File: config.mk
export PLATFORM = sky130hd
export DESIGN_NAME = conv_1x1_layer
export DESIGN_NICKNAME = d
export VERILOG_FILES = /design/src/conv_data_pkg.sv /design/src/conv_geom_pkg.sv /design/src/conv_loop_data.sv /design/src/conv_weight_mac.sv /design/src/conv_channel_adder.sv /design/src/conv_align_fifo.sv /design/src/conv_1x1_layer.sv
export SDC_FILE = /design/constraint.sdc
export NUM_CORES = 1
export LEC_CHECK = 0
export BUFFER_PORTS_ARGS = -buffer_cell sky130_fd_sc_hd__clkbuf_2
export CAP_MARGIN = 20
export CORE_UTILIZATION = 45
export DETAILED_ROUTE_END_ITERATION = 8
export GPL_TIMING_DRIVEN = 0
export PLACE_DENSITY_LB_ADDON = 0.05
export SYNTH_ARGS = -nofsm -noshare
export SYNTH_HDL_FRONTEND = slang
export SYNTH_HIERARCHICAL = 1
export SYNTH_SLANG_ARGS = --single-unit
File: constraint.sdc
create_clock -name clk -period 16.8 [get_ports clk]
set_input_delay 0.84 -clock clk [delete_from_list [all_inputs] [get_ports clk]]
set_output_delay 0.84 -clock clk [all_outputs]
set_load 0.01 [all_outputs]
File: src/conv_data_pkg.sv
package conv_data_pkg;

  //////////////////////////////
  // Word widths
  //////////////////////////////

  localparam int DATA_WIDTH    = 16;
  localparam int PRODUCT_WIDTH = 2 * DATA_WIDTH;

  // Q8.8 signed fixed point
  localparam int FRAC_BITS = 8;

  //////////////////////////////
  // Data types
  //////////////////////////////

  // Pixel, partial sum or result word
  typedef logic signed [DATA_WIDTH-1:0] data_t;

  // Filter weight, same format as the data
  typedef logic signed [DATA_WIDTH-1:0] weight_t;

  // Full-width product before scaling back to Q8.8
  typedef logic signed [PRODUCT_WIDTH-1:0] product_t;

endpackage

File: src/conv_geom_pkg.sv
package conv_geom_pkg;

  //////////////////////////////
  // Layer geometry
  //////////////////////////////

  localparam int IMAGE_WIDTH     = 4;
  localparam int IMAGE_HEIGHT    = 4;
  localparam int IMAGE_SIZE      = IMAGE_WIDTH * IMAGE_HEIGHT;
  localparam int CHANNEL_NUM_IN  = 4;
  localparam int CHANNEL_NUM_OUT = 2;

  // One weight per (output, input) channel pair
  localparam int WEIGHT_NUM = CHANNEL_NUM_IN * CHANNEL_NUM_OUT;

  // Words replayed for every stored pixel
  localparam int REPLAY_LEN = CHANNEL_NUM_IN * CHANNEL_NUM_OUT;

  localparam int FIFO_DEPTH = 8;

  //////////////////////////////
  // Counter widths
  //////////////////////////////

  typedef logic [1:0] chan_in_idx_t;
  typedef logic       chan_out_idx_t;
  typedef logic [2:0] weight_idx_t;
  typedef logic [2:0] fifo_ptr_t;

  typedef enum logic {IDLE, REPLAY} loop_state_t;

endpackage

File: src/conv_loop_data.sv
`timescale 1ns/1ps

module conv_loop_data
  import conv_data_pkg::*, conv_geom_pkg::*;
(
  input  logic  clk,
  input  logic  reset,
  input  logic  valid_in,
  input  data_t pxl_in,
  output data_t pxl_out,
  output logic  valid_out,
  output logic  first_out
);

  // Two pixel halves, one filling while the other replays
  data_t pxl_buf [2][CHANNEL_NUM_IN];

  logic          wr_half;
  chan_in_idx_t  wr_idx;
  logic          rd_half;
  chan_in_idx_t  rd_in;
  chan_out_idx_t rd_out;
  loop_state_t   state;

  logic pxl_done;
  logic replay_last;

  assign pxl_done    = valid_in && (wr_idx == chan_in_idx_t'(CHANNEL_NUM_IN - 1));
  assign replay_last = (rd_in == chan_in_idx_t'(CHANNEL_NUM_IN - 1)) &&
                       (rd_out == chan_out_idx_t'(CHANNEL_NUM_OUT - 1));

  //////////////////////////////
  // Write side
  //////////////////////////////

  always_ff @(posedge clk) begin
    if (valid_in) begin
      pxl_buf[wr_half][wr_idx] <= pxl_in;
    end
  end

  always_ff @(posedge clk) begin
    if (reset) begin
      wr_half <= 1'b0;
      wr_idx  <= '0;
    end else if (valid_in) begin
      wr_idx <= wr_idx + 1'b1;
      // Swap halves once all input channels are in
      if (pxl_done) begin
        wr_half <= ~wr_half;
      end
    end
  end

  //////////////////////////////
  // Replay FSM
  //////////////////////////////

  always_ff @(posedge clk) begin
    if (reset) begin
      state   <= IDLE;
      rd_half <= 1'b0;
      rd_in   <= '0;
      rd_out  <= '0;
    end else if (pxl_done) begin
      // New pixel complete, replay the half just filled
      state   <= REPLAY;
      rd_half <= wr_half;
      rd_in   <= '0;
      rd_out  <= '0;
    end else if (state == REPLAY) begin
      rd_in <= rd_in + 1'b1;
      if (rd_in == chan_in_idx_t'(CHANNEL_NUM_IN - 1)) begin
        rd_out <= rd_out + 1'b1;
      end
      if (replay_last) begin
        state <= IDLE;
      end
    end
  end

  assign pxl_out   = pxl_buf[rd_half][rd_in];
  assign valid_out = (state == REPLAY);
  assign first_out = (state == REPLAY) && (rd_in == '0);

endmodule

File: src/conv_weight_mac.sv
`timescale 1ns/1ps

module conv_weight_mac
  import conv_data_pkg::*, conv_geom_pkg::*;
(
  input  logic    clk,
  input  logic    reset,
  input  logic    valid_weight_in,
  input  weight_t weight_in,
  input  logic    valid_in,
  input  logic    first_in,
  input  data_t   pxl_in,
  output data_t   prod_out,
  output logic    valid_out,
  output logic    first_out
);

  // Output channel major, input channel minor
  weight_t weight_mem [WEIGHT_NUM];

  weight_idx_t load_idx;
  weight_idx_t rd_idx;
  product_t    prod;

  //////////////////////////////
  // Serial weight load
  //////////////////////////////

  always_ff @(posedge clk) begin
    if (valid_weight_in) begin
      weight_mem[load_idx] <= weight_in;
    end
  end

  always_ff @(posedge clk) begin
    if (reset) begin
      load_idx <= '0;
    end else if (valid_weight_in) begin
      if (load_idx == weight_idx_t'(WEIGHT_NUM - 1)) begin
        load_idx <= '0;
      end else begin
        load_idx <= load_idx + 1'b1;
      end
    end
  end

  //////////////////////////////
  // Multiply
  //////////////////////////////

  // Read index follows the replayed stream word for word
  always_ff @(posedge clk) begin
    if (reset) begin
      rd_idx <= '0;
    end else if (valid_in) begin
      if (rd_idx == weight_idx_t'(WEIGHT_NUM - 1)) begin
        rd_idx <= '0;
      end else begin
        rd_idx <= rd_idx + 1'b1;
      end
    end
  end

  assign prod = product_t'(pxl_in) * product_t'(weight_mem[rd_idx]);

  // Arithmetic shift back to Q8.8, upper bits dropped
  always_ff @(posedge clk) begin
    prod_out <= data_t'(prod >>> FRAC_BITS);
  end

  always_ff @(posedge clk) begin
    if (reset) begin
      valid_out <= 1'b0;
      first_out <= 1'b0;
    end else begin
      valid_out <= valid_in;
      first_out <= valid_in && first_in;
    end
  end

endmodule

File: src/conv_channel_adder.sv
`timescale 1ns/1ps

module conv_channel_adder
  import conv_data_pkg::*, conv_geom_pkg::*;
(
  input  logic  clk,
  input  logic  reset,
  input  logic  valid_in,
  input  logic  first_in,
  input  data_t pxl_in,
  output data_t pxl_out,
  output logic  valid_out
);

  data_t        acc;
  data_t        acc_next;
  chan_in_idx_t cnt;
  chan_in_idx_t ch_idx;
  logic         last_ch;

  // Group marker restarts both the count and the sum
  assign ch_idx   = first_in ? '0 : cnt;
  assign acc_next = first_in ? pxl_in : data_t'(acc + pxl_in);
  assign last_ch  = valid_in && (ch_idx == chan_in_idx_t'(CHANNEL_NUM_IN - 1));

  always_ff @(posedge clk) begin
    if (reset) begin
      cnt <= '0;
    end else if (valid_in) begin
      cnt <= ch_idx + 1'b1;
    end
  end

  always_ff @(posedge clk) begin
    if (valid_in) begin
      acc <= acc_next;
    end
    if (last_ch) begin
      pxl_out <= acc_next;
    end
  end

  always_ff @(posedge clk) begin
    if (reset) begin
      valid_out <= 1'b0;
    end else begin
      valid_out <= last_ch;
    end
  end

endmodule

File: src/conv_align_fifo.sv
`timescale 1ns/1ps

module conv_align_fifo
  import conv_data_pkg::*, conv_geom_pkg::*;
(
  input  logic  clk,
  input  logic  reset,
  input  logic  wr_en,
  input  data_t din,
  output data_t dout,
  output logic  valid_out
);

  data_t mem [FIFO_DEPTH];

  fifo_ptr_t                  wr_ptr;
  fifo_ptr_t                  rd_ptr;
  logic [$clog2(FIFO_DEPTH):0] count;
  logic                       full;
  logic                       empty;
  logic                       read_en;
  logic                       wr;
  logic                       rd;

  assign full  = (count == FIFO_DEPTH);
  assign empty = (count == '0);
  assign rd    = read_en && !empty;
  assign wr    = wr_en && (!full || rd);

  //////////////////////////////
  // Storage and pointers
  //////////////////////////////

  always_ff @(posedge clk) begin
    if (wr) begin
      mem[wr_ptr] <= din;
    end
    if (rd) begin
      dout <= mem[rd_ptr];
    end
  end

  always_ff @(posedge clk) begin
    if (reset) begin
      wr_ptr <= '0;
      rd_ptr <= '0;
      count  <= '0;
    end else begin
      if (wr) wr_ptr <= wr_ptr + 1'b1;
      if (rd) rd_ptr <= rd_ptr + 1'b1;
      count <= count + wr - rd;
    end
  end

  //////////////////////////////
  // Read enable and output valid
  //////////////////////////////

  // Sticky after the first fill so the output stays dense
  always_ff @(posedge clk) begin
    if (reset) begin
      read_en   <= 1'b0;
      valid_out <= 1'b0;
    end else begin
      if (full) read_en <= 1'b1;
      valid_out <= rd;
    end
  end

endmodule

File: src/conv_1x1_layer.sv
`timescale 1ns/1ps

module conv_1x1_layer
  import conv_data_pkg::*;
(
  input  logic    clk,
  input  logic    reset,
  input  logic    valid_in,
  input  data_t   pxl_in,
  input  logic    valid_weight_in,
  input  weight_t weight_in,
  output data_t   pxl_out,
  output logic    valid_out
);

  data_t loop_pxl;
  logic  loop_valid;
  logic  loop_first;
  data_t prod_data;
  logic  prod_valid;
  logic  prod_first;
  data_t sum_data;
  logic  sum_valid;

  // Store one pixel and replay it per output channel
  conv_loop_data conv_loop_data_i (
    .clk       (clk),
    .reset     (reset),
    .valid_in  (valid_in),
    .pxl_in    (pxl_in),
    .pxl_out   (loop_pxl),
    .valid_out (loop_valid),
    .first_out (loop_first)
  );

  conv_weight_mac conv_weight_mac_i (
    .clk             (clk),
    .reset           (reset),
    .valid_weight_in (valid_weight_in),
    .weight_in       (weight_in),
    .valid_in        (loop_valid),
    .first_in        (loop_first),
    .pxl_in          (loop_pxl),
    .prod_out        (prod_data),
    .valid_out       (prod_valid),
    .first_out       (prod_first)
  );

  // Sum over input channels
  conv_channel_adder conv_channel_adder_i (
    .clk       (clk),
    .reset     (reset),
    .valid_in  (prod_valid),
    .first_in  (prod_first),
    .pxl_in    (prod_data),
    .pxl_out   (sum_data),
    .valid_out (sum_valid)
  );

  conv_align_fifo conv_align_fifo_i (
    .clk       (clk),
    .reset     (reset),
    .wr_en     (sum_valid),
    .din       (sum_data),
    .dout      (pxl_out),
    .valid_out (valid_out)
  );

endmodule

==> key figures <==
Status
  – Run status: finished clean

Logic synthesis
  – Most frequent cell after synthesis: sky130_fd_sc_hd__edfxtp_1
  – Area share of the leading cell type in the synthesized netlist: 48.69%
  – Yosys warns: 6
  – Leading cell types by count after synthesis: 432 x sky130_fd_sc_hd__edfxtp_1, 253 x sky130_fd_sc_hd__inv_1, 188 x sky130_fd_sc_hd__fa_1
  – Nets in the synthesized netlist: 2155
  – Cell taking the most area after synthesis: sky130_fd_sc_hd__edfxtp_1
  – Top_reg_cell synth: sky130_fd_sc_hd__edfxtp_1
  – Average instance area after synthesis: around 15 um^2
  – Cells after Synth: 1828
  – Share of synthesized area occupied by flip-flops and latches: 52.52%
  – Post-synthesis instance area: 0.02664 mm^2
  – Number of enable flip-flop cells after synthesis: 432
  – Total of flip-flops plus latches after synthesis: 483
  – Number of distinct library cell variants in the gate-level netlist after synthesis: 77
  – Fraction of registers with async set or reset after synthesis: 0%
  – Leading post-synthesis cells by cell area: sky130_fd_sc_hd__edfxtp_1 49%, sky130_fd_sc_hd__fa_1 14%, sky130_fd_sc_hd__mux4_2 5.5%

Clocking
  – Num CTS Buffers: 51
  – Clock Path Buffers: 3
  – Clk_lat worst skew: approximately 0.6 ns
  – Total clock sinks: roughly 480
  – Post-CTS setup repair buffer count: 0
  – CTS Root Cell: sky130_fd_sc_hd__clkbuf_16
  – Number of hold buffers added after CTS: 0
  – Clock H-tree levels: 2
  – Clock tree from TritonCTS: yes
  – Clock slew seen by the registers of the worst setup and hold paths: 0.06 ns
  – Post-cts sizing count: 0

Layout
  – Antenna diodes: 0
  – Share of post-route cells with drive strength above 1: about 17%
  – Growth of design area from synthesis to finish: 12.72%
  – Util after Layout: between 50% and 60%
  – # nets final: 2287

Setup path
  – Required arrival time at the worst endpoint: roughly 17 ns
  – Most prevalent standard cell on the critical path: sky130_fd_sc_hd__fa_1
  – R2r worst-path depth: 28
  – Logic depth of the worst path, buffers included: 28
  – Kind of critical path: reg -> reg
  – Arrival time of the worst setup path: 8.42 ns
  – Critical path's slowest cell: sky130_fd_sc_hd__fa_1
  – Crit. End Element: flop
  – Critical-path maximum fanout: 10
  – Critical Path Source Type: flop
  – Family with the most delay on the worst path: adder cells
  – Delay of the slowest cell on the worst path: approximately 0.55 ns
  – Worst path bufs/invs: 10

Placed design
  – Post-place setup slack: 8.808 ns
  – Placer's final routability congestion estimate: approximately 0.85
  – Number of buffers inserted by port buffering: 52
  – Placed wire-length estimate: roughly 43 mm

Power and ir drop
  – Share of total power in combinational logic: 57.6%
  – Leakage power: around 0.011 uW
  – Power spent charging and discharging nets: approximately 2500 uW
  – Clock share of power: roughly a fifth
  – Maximum resistive drop on vdd: roughly 0.20 mV
  – Sequential share of power: between 20% and 30%
  – Internal power: roughly 3700 uW
  – Switching power share of the total: between 30 and 40%
  – Power per cell area: just over 200 mW/mm^2

Timing
  – Highest clock frequency the design can meet: between 100 and 150 MHz
  – Worst slew pin tran: between 1 and 1.5 ns
  – Least setup slack across all paths after layout: 8.874 ns
  – Unrepaired setup endpoints after global routing: false
  – Number of max-slew violations in the final report: 0
  – Crit path time final: 7.926 ns
  – Summed negative setup slack over all endpoints: 0 ns
  – Number of hold violations in the final report: 0
  – Number of setup violations in the final report: 0
  – Worst clock skew: roughly 0.038 ns
  – Final clock period utilization by the worst path: between 40% and 50%
  – Rel. slew slack: between 20% and 30%

GRT
  – Maximum number of pins on one net before global-route repair: 21
  – Final global-route overflow total: 0
  – Number of antenna violations at the first check in global routing: 1
  – Wire length of the first global-routing pass: approximately 91 mm
  – Number of global-route vias before repair: between 15000 and 20000
  – Gr usage total: about a fifth

Floorplanning
  – Horizontal extent of the die: 245.3 um
  – Total Die Area: ~0.060 mm^2
  – Initial core utilization: between 40% and 50%
  – FP Rows: slightly below 90
  – Core Footprint: between 0.05 and 0.06 mm^2
  – IO Count: 53
  – Y dimension of the die: roughly 250 um

Route
  – Post-DRT Antenna Nets: 0
  – Detail-routed via count per cell: around 5.2
  – Via total after detailed routing: ~14000
  – Detailed-route DRC error count: 0
  – TritonRoute pass-1 iters: 4
  – Number of DRC violations after detailed-routing iteration 0: roughly 700
  – Drt wl/cell: 21.04 um
  – Post-detailed-routing wire length: 58.17 mm

Worst hold path
  – Hold path cells: 2
  – Path class of the lowest-slack min-delay path: reg -> reg

Run
  – Number of max-cap violations: 0
## power by group through the flow
| stage | registers [uW] | clock network (uW) | logic, uW |
|---|---|---|---|
| 3_5_place_dp | 1480 | 0 | 3630 |
| 3_3_place_gp | 1480 | 0 | 3580 |
| 2_1_floorplan | 1470 | 0 | 2790 |
| 6_report | 1450 | 1160 | 3560 |
| 4_1_cts | 1460 | 1190 | 3650 |
| 5_1_grt | 1460 | 1240 | 4080 |
## path summary, 6_finish.rpt
kind                                     from  slack, ns                             end
setup reg to reg                         flop       8.87  conv_weight_mac_i/prod_out[14]
setup / recovery                         flop       8.87  conv_weight_mac_i/prod_out[14]
hold reg to reg   conv_channel_adder_i/cnt[1]       0.48     conv_channel_adder_i/cnt[1]
hold / removal    conv_channel_adder_i/cnt[1]       0.48     conv_channel_adder_i/cnt[1]
## worst register-to-register path, delay by kind of cell (launching register included)
| family | cells | cell delay [ns] |
|---|---|---|
| adders and majority gates | 7 | 3.36 |
| AOI/OAI and AO/OA | 7 | 1.38 |
| muxes | 2 | 0.62 |
| xor gates and xnor gates | 1 | 0.12 |
| DFF | 1 | 0.34 |
| and+or+nand+nor | 1 | 0.13 |
| buffers and inverters | 10 | 1.87 |
## kinds of logic (layout without fill, tap and decap cells)
group	after synthesis	in the layout	synth area share [%]
compound gates	124	124	3.316
xor+xnor	48	48	1.578
fa+ha+maj	291	291	18.96
buf+inv	323	495	4.964
flops	483	483	52.52
mux	153	153	10.88
simple gates	406	406	7.777
## state kept, by name (all words and copies together) (netlist names), 3 cells and up, named ones only
signal and count:
conv_weight_mac_i/weight_mem 128, conv_channel_adder_i/pxl_out 16, conv_align_fifo_i/count 4, conv_channel_adder_i/acc 16, conv_weight_mac_i/prod_out 16, conv_align_fifo_i/rd_ptr 3, conv_align_fifo_i/dout 16, conv_weight_mac_i/rd_idx 3
conv_loop_data_i/pxl_buf 128, conv_align_fifo_i/mem 128, conv_align_fifo_i/wr_ptr 3, conv_weight_mac_i/load_idx 3
## per-layer routing
layer	up-vias	routed length [um]	global-route usage [%]
li1	6679	-	-
met1	7456	26480	27.34
met2	211	28630	34.00
met3	72	1823	2.717
met4	2	1227	5.110
met5	-	13	0
## cells in the final DEF (no fill, tap or decap), types with 20 or more instances in the layout
master,Yosys,final
sky130_fd_sc_hd__and2_1,56,56
sky130_fd_sc_hd__clkbuf_16,0,51
sky130_fd_sc_hd__a21oi_1,32,32
sky130_fd_sc_hd__mux4_1,29,29
sky130_fd_sc_hd__nand2b_1,20,20
sky130_fd_sc_hd__fa_1,188,188
sky130_fd_sc_hd__xnor2_1,39,39
sky130_fd_sc_hd__clkbuf_2,0,52
sky130_fd_sc_hd__mux2_2,41,41
sky130_fd_sc_hd__nor2_1,54,47
sky130_fd_sc_hd__dfxtp_1,51,51
sky130_fd_sc_hd__edfxtp_1,432,432
sky130_fd_sc_hd__inv_1,253,253
sky130_fd_sc_hd__nand2_1,137,137
sky130_fd_sc_hd__mux4_2,65,65
sky130_fd_sc_hd__clkbuf_1,40,43
sky130_fd_sc_hd__ha_1,103,103
sky130_fd_sc_hd__nor2b_1,66,66
## per-stage QoR
stage	hold WS, ns	instances	power (uW)	area [um^2]
floorplan	0.4520	1828	4266	26640
global placement	0.4681	2645	5057	27860
detailed placement	0.4744	2672	5110	28260
CTS	0.4787	2765	6295	30030
global route	0.4933	2765	6777	30030
finish	0.4833	2765	6175	30030
## area by class of cell
class	instances	area, um^2
fillers	4955	28100
flip-flops and latches	483	13990
multi-input cells	1022	11400
clock buffers	58	1343
inverters	256	960.9
well taps	765	957.2
repair buffers	79	593.1
clock inverters	35	426.7
plain buffers	67	361.6
Power figures use the tool's default switching activity.
